`src/rv_decode_pkg.sv`:
```
package rv_decode_pkg;

   localparam int xlen          = 32;  // data and instruction width
   localparam int reg_idx_w     = 5;   // x0..x31
   localparam int branch_mask_w = 6;   // eq ne lt ge ltu geu

   // low two bits of every full size instruction
   localparam logic [1:0] len_32bit = 2'b11;

   // major opcode, instr[6:2]
   typedef logic [4:0] opcode_t;

   localparam opcode_t op_load    = 5'b00000;
   localparam opcode_t op_miscmem = 5'b00011;  // fence, treated as nop
   localparam opcode_t op_opimm   = 5'b00100;
   localparam opcode_t op_auipc   = 5'b00101;
   localparam opcode_t op_store   = 5'b01000;
   localparam opcode_t op_op      = 5'b01100;  // reg-reg, also M extension
   localparam opcode_t op_lui     = 5'b01101;
   localparam opcode_t op_branch  = 5'b11000;
   localparam opcode_t op_jalr    = 5'b11001;
   localparam opcode_t op_jal     = 5'b11011;
   localparam opcode_t op_system  = 5'b11100;

   // funct3 for OP and OP-IMM, the M ops reuse the same slots
   localparam logic [2:0] f3_add_sub = 3'b000;  // mul
   localparam logic [2:0] f3_sll     = 3'b001;  // mulh
   localparam logic [2:0] f3_slt     = 3'b010;  // mulhsu
   localparam logic [2:0] f3_sltu    = 3'b011;  // mulhu
   localparam logic [2:0] f3_xor     = 3'b100;  // div
   localparam logic [2:0] f3_srl_sra = 3'b101;  // divu
   localparam logic [2:0] f3_or      = 3'b110;  // rem
   localparam logic [2:0] f3_and     = 3'b111;  // remu

   // funct3 for BRANCH, 010 and 011 are undefined
   localparam logic [2:0] f3_beq  = 3'b000;
   localparam logic [2:0] f3_bne  = 3'b001;
   localparam logic [2:0] f3_blt  = 3'b100;
   localparam logic [2:0] f3_bge  = 3'b101;
   localparam logic [2:0] f3_bltu = 3'b110;
   localparam logic [2:0] f3_bgeu = 3'b111;

   localparam logic [6:0] funct7_alt    = 7'b0100000;  // sub, sra
   localparam logic [6:0] funct7_muldiv = 7'b0000001;  // M extension

   // ALU operation
   typedef logic [4:0] alu_op_t;

   localparam alu_op_t alu_add    = 5'd0;
   localparam alu_op_t alu_sub    = 5'd1;
   localparam alu_op_t alu_sll    = 5'd2;
   localparam alu_op_t alu_slt    = 5'd3;
   localparam alu_op_t alu_sltu   = 5'd4;
   localparam alu_op_t alu_xor    = 5'd5;
   localparam alu_op_t alu_srl    = 5'd6;
   localparam alu_op_t alu_sra    = 5'd7;
   localparam alu_op_t alu_or     = 5'd8;
   localparam alu_op_t alu_and    = 5'd9;
   localparam alu_op_t alu_mul    = 5'd10;
   localparam alu_op_t alu_mulh   = 5'd11;
   localparam alu_op_t alu_mulhsu = 5'd12;
   localparam alu_op_t alu_mulhu  = 5'd13;
   localparam alu_op_t alu_div    = 5'd14;
   localparam alu_op_t alu_divu   = 5'd15;
   localparam alu_op_t alu_rem    = 5'd16;
   localparam alu_op_t alu_remu   = 5'd17;

   // ALU operand muxes
   typedef logic       alu_s1_sel_t;
   typedef logic [1:0] alu_s2_sel_t;

   localparam alu_s1_sel_t s1_reg1 = 1'b0;
   localparam alu_s1_sel_t s1_pc   = 1'b1;
   localparam alu_s2_sel_t s2_reg2 = 2'd0;
   localparam alu_s2_sel_t s2_imm  = 2'd1;

   // register file input mux
   typedef logic [1:0] reg_in_sel_t;

   localparam reg_in_sel_t reg_in_none = 2'd0;
   localparam reg_in_sel_t reg_in_alu  = 2'd1;
   localparam reg_in_sel_t reg_in_imm  = 2'd2;

   // where execute goes after this instruction
   typedef logic [2:0] exec_stage_t;

   localparam exec_stage_t to_fetch  = 3'd0;
   localparam exec_stage_t to_load   = 3'd1;
   localparam exec_stage_t to_store  = 3'd2;
   localparam exec_stage_t to_branch = 3'd3;
   localparam exec_stage_t to_system = 3'd4;
   localparam exec_stage_t to_trap   = 3'd5;

   // bit positions in the branch mask
   localparam int br_eq  = 0;
   localparam int br_ne  = 1;
   localparam int br_lt  = 2;
   localparam int br_ge  = 3;
   localparam int br_ltu = 4;
   localparam int br_geu = 5;

endpackage

```
`src/ctrl_decode.sv`:
```
`timescale 1ns/1ps

module ctrl_decode
   import rv_decode_pkg::*;
(
   input  logic [xlen-1:0]          i_instr,
   output logic [reg_idx_w-1:0]     o_rs1,
   output logic [reg_idx_w-1:0]     o_rs2,
   output logic [reg_idx_w-1:0]     o_rd,
   output alu_op_t                  o_alu_op,
   output alu_s1_sel_t              o_alu_s1_sel,
   output alu_s2_sel_t              o_alu_s2_sel,
   output exec_stage_t              o_next_stage,
   output logic                     o_wb_from_alu,
   output logic                     o_wb_from_imm,
   output logic                     o_next_pc_from_alu,
   output logic                     o_write_reg,
   output reg_in_sel_t              o_reg_in_sel,
   output logic [2:0]               o_funct3,
   output logic [branch_mask_w-1:0] o_branch_mask
);

   opcode_t    opcode;
   logic [2:0] funct3;
   logic [6:0] funct7;
   logic       full_len;   // low bits 11, everything else traps
   logic       is_op;
   logic       is_opimm;
   logic       sub_sel;
   logic       sra_sel;

   assign opcode   = i_instr[6:2];
   assign funct3   = i_instr[14:12];
   assign funct7   = i_instr[31:25];
   assign full_len = (i_instr[1:0] == len_32bit);
   assign is_op    = full_len && (opcode == op_op);
   assign is_opimm = full_len && (opcode == op_opimm);

   // addi has no subtract form, srai flags itself with funct7[5] only
   assign sub_sel = is_op && (funct7 == funct7_alt);
   assign sra_sel = is_op ? (funct7 == funct7_alt) : funct7[5];

   // register indices straight off the word so the regfile reads during decode
   assign o_rs1    = i_instr[19:15];
   assign o_rs2    = i_instr[24:20];
   assign o_rd     = i_instr[11:7];
   assign o_funct3 = funct3;

   // ALU operation
   always_comb begin
      o_alu_op = alu_add;  // address calc and everything else
      if (is_op && (funct7 == funct7_muldiv)) begin
         case (funct3)
            f3_add_sub: o_alu_op = alu_mul;
            f3_sll:     o_alu_op = alu_mulh;
            f3_slt:     o_alu_op = alu_mulhsu;
            f3_sltu:    o_alu_op = alu_mulhu;
            f3_xor:     o_alu_op = alu_div;
            f3_srl_sra: o_alu_op = alu_divu;
            f3_or:      o_alu_op = alu_rem;
            default:    o_alu_op = alu_remu;   // f3_and slot
         endcase
      end else if (is_op || is_opimm) begin
         case (funct3)
            f3_add_sub: o_alu_op = sub_sel ? alu_sub : alu_add;
            f3_sll:     o_alu_op = alu_sll;
            f3_slt:     o_alu_op = alu_slt;
            f3_sltu:    o_alu_op = alu_sltu;
            f3_xor:     o_alu_op = alu_xor;
            f3_srl_sra: o_alu_op = sra_sel ? alu_sra : alu_srl;
            f3_or:      o_alu_op = alu_or;
            default:    o_alu_op = alu_and;
         endcase
      end
   end

   // operand selects, writeback and next stage
   always_comb begin
      o_alu_s1_sel       = s1_reg1;
      o_alu_s2_sel       = s2_reg2;
      o_wb_from_alu      = 1'b0;
      o_wb_from_imm      = 1'b0;
      o_next_pc_from_alu = 1'b0;
      o_write_reg        = 1'b0;
      o_reg_in_sel       = reg_in_none;
      o_next_stage       = to_trap;   // unknown opcode or short word
      if (full_len) begin
         case (opcode)
            op_op: begin
               o_wb_from_alu = 1'b1;  // writeback happens in fetch
               o_next_stage  = to_fetch;
            end
            op_opimm: begin
               o_alu_s2_sel  = s2_imm;
               o_wb_from_alu = 1'b1;
               o_next_stage  = to_fetch;
            end
            op_load, op_store: begin
               o_alu_s2_sel = s2_imm;  // base + offset
               o_next_stage = (opcode == op_load) ? to_load : to_store;
            end
            op_jal, op_jalr: begin
               o_write_reg        = 1'b1;  // link address
               o_reg_in_sel       = reg_in_alu;
               o_alu_s1_sel       = (opcode == op_jal) ? s1_pc : s1_reg1;
               o_alu_s2_sel       = s2_imm;
               o_next_pc_from_alu = 1'b1;  // target from ALU sum
               o_next_stage       = to_fetch;
            end
            op_branch: begin
               o_next_stage = to_branch;  // compare on reg1 and reg2
            end
            op_auipc: begin
               o_alu_s1_sel  = s1_pc;
               o_alu_s2_sel  = s2_imm;
               o_wb_from_alu = 1'b1;
               o_next_stage  = to_fetch;
            end
            op_lui: begin
               o_wb_from_imm = 1'b1;  // ALU not needed
               o_reg_in_sel  = reg_in_imm;
               o_next_stage  = to_fetch;
            end
            op_miscmem: o_next_stage = to_fetch;  // fence as nop
            op_system:  o_next_stage = to_system;
            default:    o_next_stage = to_trap;
         endcase
      end
   end

   // one condition per branch funct3, only for real branches
   always_comb begin
      o_branch_mask = '0;
      if (full_len && (opcode == op_branch)) begin
         case (funct3)
            f3_beq:  o_branch_mask[br_eq]  = 1'b1;
            f3_bne:  o_branch_mask[br_ne]  = 1'b1;
            f3_blt:  o_branch_mask[br_lt]  = 1'b1;
            f3_bge:  o_branch_mask[br_ge]  = 1'b1;
            f3_bltu: o_branch_mask[br_ltu] = 1'b1;
            f3_bgeu: o_branch_mask[br_geu] = 1'b1;
            default: o_branch_mask = '0;  // 010, 011 undefined
         endcase
      end
   end

   // writeback source must be unique, the stage register relies on it
   a_wb_unique: assert property (@(i_instr) !(o_wb_from_alu && o_wb_from_imm))
      else $error("both writeback sources selected");

   // at most one branch condition
   a_mask_onehot: assert property (@(i_instr) $onehot0(o_branch_mask))
      else $error("branch mask not one-hot: %b", o_branch_mask);

endmodule

```
`src/decode_stage.sv`:
```
`timescale 1ns/1ps

module decode_stage
   import rv_decode_pkg::*;
(
   input  logic                     i_clk,
   input  logic                     i_reset,
   input  logic                     i_en,
   input  logic [xlen-1:0]          i_imm,
   input  logic [reg_idx_w-1:0]     i_rd,
   input  alu_op_t                  i_alu_op,
   input  alu_s1_sel_t              i_alu_s1_sel,
   input  alu_s2_sel_t              i_alu_s2_sel,
   input  exec_stage_t              i_next_stage,
   input  logic                     i_wb_from_alu,
   input  logic                     i_wb_from_imm,
   input  logic                     i_next_pc_from_alu,
   input  logic                     i_write_reg,
   input  reg_in_sel_t              i_reg_in_sel,
   input  logic [2:0]               i_funct3,
   input  logic [branch_mask_w-1:0] i_branch_mask,
   output logic [xlen-1:0]          o_imm,
   output logic [reg_idx_w-1:0]     o_rd,
   output alu_op_t                  o_alu_op,
   output alu_s1_sel_t              o_alu_s1_sel,
   output alu_s2_sel_t              o_alu_s2_sel,
   output exec_stage_t              o_next_stage,
   output logic                     o_wb_from_alu,
   output logic                     o_wb_from_imm,
   output logic                     o_next_pc_from_alu,
   output logic                     o_write_reg,
   output reg_in_sel_t              o_reg_in_sel,
   output logic [2:0]               o_funct3,
   output logic [branch_mask_w-1:0] o_branch_mask,
   output logic                     o_valid
);

   // action flags, branch mask and immediate come out of reset cleared
   always_ff @(posedge i_clk) begin
      if (i_reset) begin
         o_valid            <= 1'b0;
         o_write_reg        <= 1'b0;
         o_wb_from_alu      <= 1'b0;
         o_wb_from_imm      <= 1'b0;
         o_next_pc_from_alu <= 1'b0;
         o_branch_mask      <= '0;
         o_imm              <= '0;
      end else begin
         o_valid <= i_en;  // single cycle pulse per captured word
         if (i_en) begin
            o_write_reg        <= i_write_reg;
            o_wb_from_alu      <= i_wb_from_alu;
            o_wb_from_imm      <= i_wb_from_imm;
            o_next_pc_from_alu <= i_next_pc_from_alu;
            o_branch_mask      <= i_branch_mask;
            o_imm              <= i_imm;
         end
      end
   end

   // selects and operation, held while i_en is low
   always_ff @(posedge i_clk) begin
      if (i_en) begin
         o_rd         <= i_rd;
         o_alu_op     <= i_alu_op;
         o_alu_s1_sel <= i_alu_s1_sel;
         o_alu_s2_sel <= i_alu_s2_sel;
         o_next_stage <= i_next_stage;
         o_reg_in_sel <= i_reg_in_sel;
         o_funct3     <= i_funct3;
      end
   end

   // no stale pulse leaks out right after reset
   a_no_valid_after_reset: assert property (@(posedge i_clk) i_reset |=> !o_valid)
      else $error("o_valid high in the cycle after reset");

endmodule

```
`src/imm_gen.sv`:
```
`timescale 1ns/1ps

module imm_gen
   import rv_decode_pkg::*;
(
   input  logic [xlen-1:0] i_instr,
   output logic [xlen-1:0] o_imm
);

   opcode_t opcode;
   logic    sign;   // immediate sign, always instr[31]
   logic    full_len;

   assign opcode   = i_instr[6:2];
   assign sign     = i_instr[xlen-1];
   assign full_len = (i_instr[1:0] == len_32bit);

   // format follows the opcode, R-type falls into I and is ignored downstream
   always_comb begin
      if (!full_len) begin
         o_imm = '0;  // no compressed support, trap path sees zero
      end else begin
         case (opcode)
            op_store: begin
               // S: imm[11:5] from funct7 slot, imm[4:0] from rd slot
               o_imm = {{(xlen-12){sign}}, i_instr[31:25], i_instr[11:7]};
            end
            op_branch: begin
               // B: halfword offset, bit 0 always zero
               o_imm = {{(xlen-13){sign}},
                        i_instr[31],      // imm[12]
                        i_instr[7],       // imm[11]
                        i_instr[30:25],   // imm[10:5]
                        i_instr[11:8],    // imm[4:1]
                        1'b0};
            end
            op_lui, op_auipc: begin
               o_imm = {i_instr[31:12], 12'b0};  // U: upper 20 bits
            end
            op_jal: begin
               // J: 21 bit signed offset
               o_imm = {{(xlen-21){sign}},
                        i_instr[31],      // imm[20]
                        i_instr[19:12],   // imm[19:12]
                        i_instr[20],      // imm[11]
                        i_instr[30:21],   // imm[10:1]
                        1'b0};
            end
            default: begin
               // I: loads, jalr, op-imm, system
               o_imm = {{(xlen-12){sign}}, i_instr[31:20]};
            end
         endcase
      end
   end

endmodule

```
`src/rv_decoder.sv`:
```
`timescale 1ns/1ps

module rv_decoder
   import rv_decode_pkg::*;
(
   input  logic                     i_clk,
   input  logic                     i_reset,
   input  logic                     i_en,
   input  logic [xlen-1:0]          i_instr,
   output logic [reg_idx_w-1:0]     o_rs1,   // combinational, regfile read port
   output logic [reg_idx_w-1:0]     o_rs2,
   output logic [reg_idx_w-1:0]     o_rd,
   output logic [xlen-1:0]          o_imm,
   output logic [branch_mask_w-1:0] o_branch_mask,
   output alu_op_t                  o_alu_op,
   output alu_s1_sel_t              o_alu_s1_sel,
   output alu_s2_sel_t              o_alu_s2_sel,
   output exec_stage_t              o_next_stage,
   output logic                     o_wb_from_alu,
   output logic                     o_wb_from_imm,
   output logic                     o_next_pc_from_alu,
   output reg_in_sel_t              o_reg_in_sel,
   output logic [2:0]               o_funct3,
   output logic                     o_write_reg,
   output logic                     o_valid
);

   // decode results before the stage register
   logic [xlen-1:0]          imm;
   logic [reg_idx_w-1:0]     rd;
   alu_op_t                  alu_op;
   alu_s1_sel_t              alu_s1_sel;
   alu_s2_sel_t              alu_s2_sel;
   exec_stage_t              next_stage;
   logic                     wb_from_alu;
   logic                     wb_from_imm;
   logic                     next_pc_from_alu;
   logic                     write_reg;
   reg_in_sel_t              reg_in_sel;
   logic [2:0]               funct3;
   logic [branch_mask_w-1:0] branch_mask;

   imm_gen u_imm_gen (
      .i_instr (i_instr),
      .o_imm   (imm)
   );

   ctrl_decode u_ctrl_decode (
      .i_instr            (i_instr),
      .o_rs1              (o_rs1),   // bypass the stage register
      .o_rs2              (o_rs2),
      .o_rd               (rd),
      .o_alu_op           (alu_op),
      .o_alu_s1_sel       (alu_s1_sel),
      .o_alu_s2_sel       (alu_s2_sel),
      .o_next_stage       (next_stage),
      .o_wb_from_alu      (wb_from_alu),
      .o_wb_from_imm      (wb_from_imm),
      .o_next_pc_from_alu (next_pc_from_alu),
      .o_write_reg        (write_reg),
      .o_reg_in_sel       (reg_in_sel),
      .o_funct3           (funct3),
      .o_branch_mask      (branch_mask)
   );

   decode_stage u_decode_stage (
      .i_clk              (i_clk),
      .i_reset            (i_reset),
      .i_en               (i_en),
      .i_imm              (imm),
      .i_rd               (rd),
      .i_alu_op           (alu_op),
      .i_alu_s1_sel       (alu_s1_sel),
      .i_alu_s2_sel       (alu_s2_sel),
      .i_next_stage       (next_stage),
      .i_wb_from_alu      (wb_from_alu),
      .i_wb_from_imm      (wb_from_imm),
      .i_next_pc_from_alu (next_pc_from_alu),
      .i_write_reg        (write_reg),
      .i_reg_in_sel       (reg_in_sel),
      .i_funct3           (funct3),
      .i_branch_mask      (branch_mask),
      .o_imm              (o_imm),
      .o_rd               (o_rd),
      .o_alu_op           (o_alu_op),
      .o_alu_s1_sel       (o_alu_s1_sel),
      .o_alu_s2_sel       (o_alu_s2_sel),
      .o_next_stage       (o_next_stage),
      .o_wb_from_alu      (o_wb_from_alu),
      .o_wb_from_imm      (o_wb_from_imm),
      .o_next_pc_from_alu (o_next_pc_from_alu),
      .o_write_reg        (o_write_reg),
      .o_reg_in_sel       (o_reg_in_sel),
      .o_funct3           (o_funct3),
      .o_branch_mask      (o_branch_mask),
      .o_valid            (o_valid)
   );

endmodule

```
`config.mk`:
```
export PLATFORM = sky130hd
export DESIGN_NAME = rv_decoder
export DESIGN_NICKNAME = d
export VERILOG_FILES = /design/src/rv_decode_pkg.sv /design/src/ctrl_decode.sv /design/src/decode_stage.sv /design/src/imm_gen.sv /design/src/rv_decoder.sv
export SDC_FILE = /design/constraint.sdc
export NUM_CORES = 1
export LEC_CHECK = 0
export BUFFER_PORTS_ARGS = -buffer_cell sky130_fd_sc_hd__buf_4
export CAP_MARGIN = 20
export CORE_MARGIN = 2
export CORE_UTILIZATION = 45
export CTS_CLUSTER_DIAMETER = 120
export DETAILED_ROUTE_END_ITERATION = 6
export PLACE_DENSITY = 0.74
export SYNTH_ARGS = -nofsm -noshare
export SYNTH_HDL_FRONTEND = slang
export SYNTH_SLANG_ARGS = --single-unit
```
`constraint.sdc`:
```
create_clock -name i_clk -period 2 [get_ports i_clk]
set_input_delay 0.2 -clock i_clk [delete_from_list [all_inputs] [get_ports i_clk]]
set_output_delay 0.2 -clock i_clk [all_outputs]
set_load 0.005 [all_outputs]
```
Yosys cells after proc, flatten, opt, wreduce, memory -nomap -nowiden
Index checks and enable logic that the tools add are counted.
{"block": "word_totals", "register_bits": 63, "latchBits": 0, "ramBits": 0, "rom_bits": 0, "in_bits": 35, "out_inout_bits": 74, "word_cells": 75, "memories": 0}
{"block": "op_classes", "add_sub_neg": 0, "n_mul": 0, "n_div": 0, "magnitude_cmp": 0, "n_eq_ne": 20, "shift": 0, "n_mux": 28, "n_bitwise": 0, "reduce_logical": 14}
{"operator": "31-bit case mux with 4 select lines", "n": 1}
{"operator": "5-bit case mux with 7 select lines", "n": 2}
{"operator": "32-bit 2-to-1 mux", "n": 1}
{"operator": "5-bit equality test (second input constant)", "n": 4}
{"operator": "1-bit 2-to-1 mux", "n": 17}
{"operator": "5-bit by 4-bit equality test with 1-bit output (second input constant)", "n": 3}
{"operator": "3-bit equality test (second input constant)", "n": 4}
{"operator": "3-bit case mux with 4 select lines", "n": 1}
{"operator": "5-bit by 3-bit equality test with 1-bit output (second input constant)", "n": 2}
{"operator": "5-bit 2-to-1 mux", "n": 2}
{"operator": "7-bit by 1-bit equality test with 1-bit output (second input constant)", "n": 1}
{"operator": "7-bit by 6-bit equality test with 1-bit output (second input constant)", "n": 1}
{"operator": "7-bit OR reduction", "n": 1}
{"operator": "3-bit by 2-bit equality test with 1-bit output (second input constant)", "n": 2}
{"operator": "6-bit 2-to-1 mux", "n": 1}
{"operator": "2-bit OR reduction", "n": 3}
{"operator": "6-bit OR reduction", "n": 1}
{"operator": "5-bit by 2-bit equality test with 1-bit output (second input constant)", "n": 1}
{"operator": "1-bit logical AND", "n": 5}
{"operator": "5-bit zero test", "n": 1}
{"operator": "2-bit case mux with 2 select lines", "n": 1}
{"operator": "3-bit by 1-bit equality test with 1-bit output (second input constant)", "n": 1}
{"operator": "3-bit zero test", "n": 1}
{"operator": "3-bit OR reduction", "n": 1}
{"operator": "other kinds (4)", "n": 4}

Longest topological paths before layout
Gate-level depths: netlist (run 1).
{"block": "depth", "ltp_word": 7, "ltp_mapped": 7, "ltp_nobuf": 5}

By module
From an unflattened synthesis (run 1), not the netlist that was laid out.
{"block": "hier_totals", "cells_unflattened": 336, "hier_area_um2": 3255.6}
{"mod": "decode_stage", "n_inst": 1, "cells_per_inst": 159, "area_each_um2": 2188.3, "seq_area_each_um2": 1491.4}
{"mod": "ctrl_decode", "n_inst": 1, "cells_per_inst": 94, "area_each_um2": 579.3, "seq_area_each_um2": 0.0}
{"mod": "imm_gen", "n_inst": 1, "cells_per_inst": 83, "area_each_um2": 488.0, "seq_area_each_um2": 0.0}

Least setup slack after synthesis (run 1)
Ideal clock, no wire load.
{"block": "synth_timing", "path_kind": "input to register", "start": "input i_instr[4]", "end": "register u_decode_stage.o_alu_op[0], data pin", "setup_time_ns": 0.263, "arrival_time_ns": 1.318, "t_required_ns": 1.737, "slack_ns": 0.419, "stages": 6, "path_buffers": 1, "path_cell_list": "buf_6 -> or3b_4 -> nor3_2 -> o21ai_0 -> a22oi_1 -> o22ai_1"}
{"block": "synth_via", "elab_chain_len": 7, "elab_cells_between_ends": 13, "cone_classes": "eq/ne (2); mux (6); reduce/logical (5)"}
{"item": "start: declaration", "line": "rv_decoder.sv:9", "rtl": "input logic [xlen-1:0] i_instr,"}
{"item": "5-bit by 4-bit equality test with 1-bit output", "line": "ctrl_decode.sv:36", "rtl": "assign is_op = full_len && (opcode == op_op);"}
{"item": "1-bit logical AND", "line": "ctrl_decode.sv:36"}
{"item": "1-bit 2-to-1 mux / 1-bit logical AND (equally long branches)", "line": "ctrl_decode.sv:41, ctrl_decode.sv:40"}
{"item": "1-bit 2-to-1 mux (on tied branches)", "line": "ctrl_decode.sv:70, ctrl_decode.sv:65"}
{"item": "5-bit case mux with 7 select lines", "line": "ctrl_decode.sv:64", "rtl": "case (funct3)"}
{"item": "5-bit 2-to-1 mux", "line": "ctrl_decode.sv:63", "rtl": "end else if (is_op || is_opimm) begin"}
{"item": "5-bit 2-to-1 mux *", "line": "ctrl_decode.sv:52", "rtl": "if (is_op && (funct7 == funct7_muldiv)) begin"}
{"item": "via alu_op[0]", "line": "rv_decoder.sv:31", "rtl": "alu_op_t alu_op;"}
{"item": "end signal: assignment", "line": "decode_stage.sv:65", "rtl": "o_alu_op <= i_alu_op;"}
{"item": "end: declaration", "line": "decode_stage.sv:24", "rtl": "output alu_op_t o_alu_op,"}
Mark *: on every way through the listed nets, which the timed path passes. The rest lies on a longest branch.
A chain may end at the register's enable or synchronous reset.

Worst setup path after layout (run 1)
{"block": "layout_timing", "start": "input i_instr[3]", "end": "register u_decode_stage.o_imm[23]"}
{"block": "layout_via", "elab_chain_len": 4, "elab_cells_between_ends": 8, "cone_classes": "eq/ne (5); mux (2); reduce/logical (1)"}
{"item": "5-bit by 3-bit equality test with 1-bit output / 5-bit by 4-bit equality test with 1-bit output (equally long branches)", "line": "imm_gen.sv:23", "rtl": "case (opcode)"}
{"item": "2-bit OR reduction", "line": "imm_gen.sv:23"}
{"item": "31-bit case mux with 4 select lines *", "line": "imm_gen.sv:23"}
{"item": "32-bit 2-to-1 mux *", "line": "imm_gen.sv:20", "rtl": "if (!full_len) begin"}
{"item": "end signal: assignment", "line": "decode_stage.sv:56", "rtl": "o_imm <= i_imm;"}
{"item": "end: declaration", "line": "decode_stage.sv:22", "rtl": "output logic [xlen-1:0] o_imm,"}
Every way passes the cells marked *; elsewhere a longest branch is shown, timed or not.

==> impl_metrics.csv, run 1 <==
group,metric,value,unit
global_routing,grt_usage,21.7,%
worst_setup_path,timing.critical_path.max_delay_family,"compound AO/OA/AOI/OAI gates",
floorplanning,pin_count,109,
yosys,synth-seq-area-share,49.4,%
layout,finalNetCount,440,
timing,timing_hold_violations_final,0,
timing,period_minus_slack,1.51,ns
worst_setup_path,timing.reg2reg.setup_slack,1.15,ns
yosys,postSynth.asyncResetShare,0,%
clocking,hold_buffers,0,
worst_setup_path,crit_buf_inv,1,
clocking,buffer_depth_of_the_longest_clock_path,2,
layout,register_with_the_highest_flop_count,"u_decode_stage.o_imm",
timing,worst_slew_margin_rel,41.4,%
clocking,cts_sinks,62,
detailed_routing,via_count,2728,
yosys,synth.cell_area,2920,um2
yosys,synth-seq-cells,62,
yosys,synth_fp_nets,351,
global_routing,met1_track_demand_over_resource_in_global_routing,27.4,%
worst_setup_path,r2r_cells,2,
power_and_ir_drop,ir_drop,0.521,mV
clocking,clock_tree.root_cell,"sky130_fd_sc_hd__clkbuf_8",
hold_path,hold_start,"i_instr[8]",
hold_path,holdCritPathClass,"primary input to flop",
global_routing,met3_routing_resource_usage_after_global_routing,4.42,%
layout,fillcell_total,549,
timing,rsz_0062_raised_after_global_routing,"no",
floorplanning,effective_utilization_at_floorplan,46.2,%
worst_setup_path,path_class,"primary input to flop",
global_routing,antenna_found_initial,0,
clocking,clk-insertion-delay-late,0.34,ns
worst_setup_path,regToRegStartpoint,"u_decode_stage.o_imm[23]",
global_routing,grt_start_max_net_pins,54,
floorplanning,rows,29,
global_routing,grt.busiest_layer,"met2",
timing,timing.final.setup_violations,0,
worst_setup_path,r2r-end,"u_decode_stage.o_imm[23]",
yosys,dominantRegCellSynth,"sky130_fd_sc_hd__dfxtp_1",
timing,max_slew.worst_pin.slew,0.879,ns
power_and_ir_drop,pwr_density_cell,706,nW/um2
hold_path,timing.hold.worst_endpoint,"u_decode_stage.o_rd[1]",
clocking,cts_resized,0,
placed_design,placed_wire_length_estimate_after_detailed_placement,5660,um
yosys,post_synth.cell_area_avg,9.36,um2
worst_setup_path,cp-end-kind,"flop",
timing,drv_slew,0,
placed_design,port-buffer-count,107,
yosys,edff_count_synth,20,
worst_setup_path,critPathMaxStageDelay,0.73,ns
layout,antennaDiodeCount,0,
clocking,cts.repair_timing.setup_buffer_count,0,
hold_path,hold-path-cell-count,1,
global_routing,use_met2,35.1,%
detailed_routing,ant_nets,0,
yosys,ys.warnings.count,0,
yosys,yosysUniqueCellTypes,52,
clocking,cts.htree.levels,3,
layout,largest_register_ff_count,32,
floorplanning,fp.dieArea,7150,um2
timing,skew,0,ns
global_routing,global_route_wire_length_before_repair,12400,um
detailed_routing,drt_first_iter_violations,193,
detailed_routing,routed_wl,7830,um
layout,post-route-util,61.0,%
run_status,run_status,"finished clean",
timing,holdWs,0.0410,ns
power_and_ir_drop,power.leakage,1.63,nW
floorplanning,core-area,6310,um2
detailed_routing,drc,0,
floorplanning,die_w,84.5,um
detailed_routing,wire_per_inst,16.2,um
layout,largest_registers,"u_decode_stage.o_imm x32, u_decode_stage.o_branch_mask x6",
timing,achievable-frequency,0.661,GHz
detailed_routing,drt-vias-per-instance,5.66,
clocking,cts_inserted_buffers,9,
layout,area.growth.synth_to_final,32.0,%
global_routing,grt-ovfl-total,0,
worst_setup_path,path_max_fanout,13,
worst_setup_path,worstPathArrival,1.77,ns
worst_setup_path,crit_path_slowest_cell,"sky130_fd_sc_hd__a21oi_1",
placed_design,gp_routability_congestion,0.853,
clocking,tritoncts,"built",
timing,totalNegativeSetupSlack,0,ns
worst_setup_path,crit_required,2.25,ns
flow_run,max_cap_violations,0,
global_routing,first_global_vias,2525,
clocking,clk_pin_slew_worst_paths,0.07,ns
yosys,number_of_cells_produced_by_synthesis,312,
detailed_routing,firstDrtPassIters,4,
worst_setup_path,startpoint_type,"primary input",
worst_setup_path,critical_path.cell_chain,"buf_4, and4bb_1, a21oi_1, a221oi_1, nor3_1",
floorplanning,floorplan.die.height,84.5,um
layout,share_of_final_layout_standard_cells_stronger_than_drive_strength_1,33.6,%
timing,timing.final.crit_share,75.6,%
## power breakdown
| group | total (mW) | internal, mW | switching (mW) |
|---|---|---|---|
| Clock | 0.997 | 0.544 | 0.454 |
| Sequential | 1.36 | 1.35 | 0.0195 |
| Combinational | 0.360 | 0.170 | 0.190 |
## worst reg2reg max path: cells and delay by family, from the launching register on
family	cells	cell delay, ns
AO/OA/AOI/OAI	1	0.30
AND/OR/NAND/NOR	1	0.09
flip-flops	1	0.33
## logic make-up after synthesis
group,after synthesis,synth area share (%)
AO/OA/AOI/OAI,92,21.3
multiplexers,2,0.686
other,1,0.128
adder cells (fa/ha/maj),5,2.06
flip-flops,62,49.4
buffers and inverters,43,8.02
XOR/XNOR,1,0.300
AND/OR/NAND/NOR,106,18.2
## how the worst max path moves through the flow
| stage | slack, ns | cells past startpoint | endpoint | start |
|---|---|---|---|---|
| 6_report | 0.49 | 5 | u_decode_stage.o_imm[23] | i_instr[3] |
| 5_1_grt | 0.29 | 5 | u_decode_stage.o_imm[24] | i_instr[3] |
| 4_1_cts | 0.50 | 5 | u_decode_stage.o_imm[23] | i_instr[3] |
| 3_5_place_dp | 0.16 | 5 | u_decode_stage.o_imm[23] | i_instr[3] |
| 3_3_place_gp | 0.21 | 6 | u_decode_stage.o_alu_op[0] | i_instr[6] |
| 2_1_floorplan | 0.42 | 6 | u_decode_stage.o_alu_op[0] | i_instr[4] |
## per-stage QoR
stage	instance area [um2]	std cells	setup slack (ns)	total power, mW
3_3_place_gp	3680	467	0.214	1.74
4_1_cts	3850	482	0.499	2.74
3_5_place_dp	3680	467	0.156	1.75
2_1_floorplan	2920	312	0.419	1.57
5_1_grt	3850	482	0.286	2.83
6_report	3850	482	0.488	2.72
## cell usage after synthesis, drive strengths merged (3+ instances only)
master / n / share of area, %
o21ai: 17 / 2.9
edfxtp: 20 / 21
a221oi: 11 / 3.3
dfxtp: 42 / 29
clkbuf: 17 / 2.2
and3: 8 / 1.7
buf: 19 / 4.9
a22oi: 15 / 3.9
ha: 4 / 1.7
a21oi: 27 / 5.0
nor3: 16 / 2.9
nand2: 27 / 3.5
a31oi: 4 / 0.86
inv: 7 / 0.90
nand3: 3 / 0.51
nor2: 35 / 4.6
a22o: 4 / 1.2
## per-layer routing
metal / part of all wire [%] / wire [um]
met3: 5.1 / 399
met5: 0 / 0
met4: 3.1 / 246
met1: 42 / 3280
met2: 50 / 3900
## area by class of cell
class	instances	area [um2]	area share (%)
tap	77	96.3	2.50
clock buffer	14	173	4.48
clock inverter	1	5.00	0.130
multi-input combinational	207	1240	32.3
inverter	7	26.3	0.682
sequential	62	1440	37.4
timing repair buffer	114	868	22.5
## placed cells by master (no fill, tap or decap), drive strengths merged, types with 2 or more instances in the layout
cell type and instances:
a21o 2, a21oi 27, a221oi 11, a22o 4, a22oi 15, a31oi 4
a32oi 2, and2 2, and3 8, and4 2, buf 114, clkbuf 14
dfxtp 42, edfxtp 20, ha 4, inv 7, mux2i 2, nand2 27
nand2b 2, nand3 3, nand4b 2, nor2 35, nor3 16, o211ai 2
o21a 2, o21ai 17
(Power assumes the default switching activity.)
==> run 2, diff against run 1 <==
--- a/config.mk
+++ b/config.mk
@@ -8,10 +8,10 @@
 export BUFFER_PORTS_ARGS = -buffer_cell sky130_fd_sc_hd__buf_4
 export CAP_MARGIN = 20
 export CORE_MARGIN = 2
-export CORE_UTILIZATION = 45
+export CORE_UTILIZATION = 44
 export CTS_CLUSTER_DIAMETER = 120
 export DETAILED_ROUTE_END_ITERATION = 6
-export PLACE_DENSITY = 0.74
+export PLACE_DENSITY = 0.76
 export SYNTH_ARGS = -nofsm -noshare
 export SYNTH_HDL_FRONTEND = slang
 export SYNTH_SLANG_ARGS = --single-unit
==> constraint.sdc (replaced) <==
create_clock -name i_clk -period 1.3 [get_ports i_clk]
set_input_delay 0.13 -clock i_clk [delete_from_list [all_inputs] [get_ports i_clk]]
set_output_delay 0.13 -clock i_clk [all_outputs]
set_load 0.005 [all_outputs]
==> impl_metrics.csv, run 2 (same netlist as run 1, synthesis figures left out) <==
group,metric,value,unit
run_status,run_status,"finished clean",
placed_design,placed_wire_length_estimate_after_detailed_placement,6010,um
timing,worst_slew_margin_rel,62.9,%
layout,largest_registers,"u_decode_stage.o_imm x32, u_decode_stage.o_branch_mask x6",
detailed_routing,drt_first_iter_violations,176,
layout,stdcell_count,527,
clocking,buffer_depth_of_the_longest_clock_path,2,
floorplanning,floorplan.die.height,85.5,um
worst_setup_path,worstPathArrival,1.50,ns
clocking,cts.htree.levels,3,
timing,rsz_0062_raised_after_global_routing,"no",
timing,timing_hold_violations_final,0,
timing,achievable-frequency,0.819,GHz
worst_setup_path,path_max_fanout,9,
worst_setup_path,regToRegStartpoint,"u_decode_stage.o_imm[21]",
global_routing,antenna_found_initial,0,
flow_run,max_cap_violations,0,
layout,share_of_final_layout_standard_cells_stronger_than_drive_strength_1,40.2,%
worst_setup_path,critPathMaxStageDelay,0.43,ns
worst_setup_path,cp-end-kind,"flop",
timing,timing.final.setup_violations,0,
timing,fin_worst_setup_slack,0.0784,ns
placed_design,port-buffer-count,107,
timing,holdWs,0.0113,ns
hold_path,holdCritPathClass,"primary input to flop",
worst_setup_path,crit_path_slowest_cell,"sky130_fd_sc_hd__or3b_4",
clocking,cts_inserted_buffers,9,
timing,timing.final.crit_share,94.0,%
clocking,clock_tree.root_cell,"sky130_fd_sc_hd__clkbuf_8",
layout,most_common_cell_after_layout_fill_and_taps_aside,"sky130_fd_sc_hd__buf_4",
layout,area.growth.synth_to_final,46.1,%
detailed_routing,wire_per_inst,15.5,um
global_routing,grt_start_max_net_pins,43,
worst_setup_path,timing.critical_path.max_delay_family,"compound AO/OA/AOI/OAI gates",
global_routing,grt_usage,22.8,%
power_and_ir_drop,power.leakage,1.87,nW
layout,postLayoutCellArea,4270,um2
detailed_routing,drc,0,
detailed_routing,drt-vias-per-instance,5.42,
layout,antennaDiodeCount,0,
worst_setup_path,crit_required,1.58,ns
floorplanning,pin_count,109,
power_and_ir_drop,ir_drop,0.666,mV
layout,commonest_cells_after_routing_fill_and_taps_aside,"sky130_fd_sc_hd__buf_4 (151), sky130_fd_sc_hd__dfxtp_1 (42), sky130_fd_sc_hd__nor2_1 (34)",
timing,max_slew.worst_pin.slew,0.557,ns
worst_setup_path,critical_path.cell_chain,"buf_4, or3b_4, a21o_4, a21oi_4, buf_4, o21ai_1, a21oi_1",
detailed_routing,routed_wl,8190,um
layout,finalNetCount,484,
clocking,clk-insertion-delay-late,0.34,ns
timing,skew,0,ns
placed_design,gp_routability_congestion,0.849,
floorplanning,fp.dieArea,7300,um2
clocking,cts.repair_timing.setup_buffer_count,0,
floorplanning,core-area,6390,um2
placed_design,place_ws,-0.379,ns
global_routing,grt-ovfl-total,0,
worst_setup_path,cp_num_cells,7,
worst_setup_path,r2r_cells,2,
global_routing,first_global_vias,2663,
power_and_ir_drop,pwr_density_cell,1040,nW/um2
clocking,clk_pin_slew_worst_paths,0.07,ns
floorplanning,effective_utilization_at_floorplan,45.7,%
worst_setup_path,crit_end,"u_decode_stage.o_imm[13]",
worst_setup_path,r2r-end,"u_decode_stage.o_imm[21]",
worst_setup_path,path_class,"primary input to flop",
timing,period_minus_slack,1.22,ns
worst_setup_path,critPathMostFrequentCell,"sky130_fd_sc_hd__buf_4",
floorplanning,die_w,85.5,um
worst_setup_path,startpoint_type,"primary input",
detailed_routing,ant_nets,0,
placed_design,postPlaceCellArea,3990,um2
layout,largest_register_ff_count,32,
clocking,cts_sinks,62,
layout,register_with_the_highest_flop_count,"u_decode_stage.o_imm",
detailed_routing,firstDrtPassIters,4,
timing,drv_slew,0,
worst_setup_path,crit_start,"i_instr[6]",
worst_setup_path,crit_buf_inv,2,
detailed_routing,via_count,2857,
clocking,tritoncts,"built",
global_routing,global_route_wire_length_before_repair,13100,um
placed_design,placedCellCount,506,
floorplanning,rows,29,
worst_setup_path,timing.reg2reg.setup_slack,0.45,ns
timing,totalNegativeSetupSlack,0,ns
run 2: cell types whose count changed in the layout (fill, tap and decap cells not counted), sizes merged:
cell         change
clkinv           +3
bufinv           +1
dlygate4sd3      +5
inv              +1
clkinvlp         +1
clkbuf           -5
buf             +39
run 2: per-stage QoR:
stage	util [%]	power (mW)
finish	66.8	4.45
global placement	62.4	2.76
global route	66.8	4.63
floorplan	-	2.42
detailed placement	62.4	2.77
CTS	66.5	4.47
run 2: worst register-to-register path: stages (launching register included):
cell and delay [ns]:
sky130_fd_sc_hd__dfxtp_1 0.33, sky130_fd_sc_hd__a221oi_1 0.31, sky130_fd_sc_hd__nor3_1 0.08
run 2: cell type report:
type / count / area [um2]
fill: 523 / 2120
sequential: 62 / 1440
multi-input combinational: 207 / 1290
timing repair buffer: 158 / 1210
clock buffer: 9 / 124
tap: 77 / 96.3
clock inverter: 7 / 73.8
inverter: 7 / 26.3
run 2: repair_timing:
action                                  in CTS  in global routing
cloned                                       0                  0
hold buffers                                 5                  0
gates resized for setup                      2                  3
endpoints found under the hold margin        5                  0
endpoints found under the setup margin       4                 15
run 2: where the power goes:
part | switching, mW | total, mW | internal (mW)
combinational | 0.323 | 0.659 | 0.336
clock | 0.808 | 1.70 | 0.890
sequential | 0.0285 | 2.10 | 2.07
run 2: routing by layer:
layer | part of all wire [%] | GRT usage [%] | wire length, um
met3 | 5.9 | 6.03 | 481
met2 | 48 | 35.6 | 3890
met5 | 0 | 0 | 0
met1 | 45 | 31.3 | 3710
met4 | 1.2 | 6.49 | 102
run 2: worst min path at each step:
stage	startpoint	to	slack [ns]	depth (start not counted)
final	i_instr[12]	u_decode_stage.o_funct3[0]	0.01	1
after global routing	i_instr[12]	u_decode_stage.o_funct3[0]	0.0003	1
after CTS	i_instr[12]	u_decode_stage.o_funct3[0]	0.001	1
after detailed placement	i_instr[8]	u_decode_stage.o_rd[1]	0.32	1
after global placement	i_instr[10]	u_decode_stage.o_rd[3]	0.32	1
after floorplan	i_instr[12]	u_decode_stage.o_funct3[0]	0.23	0
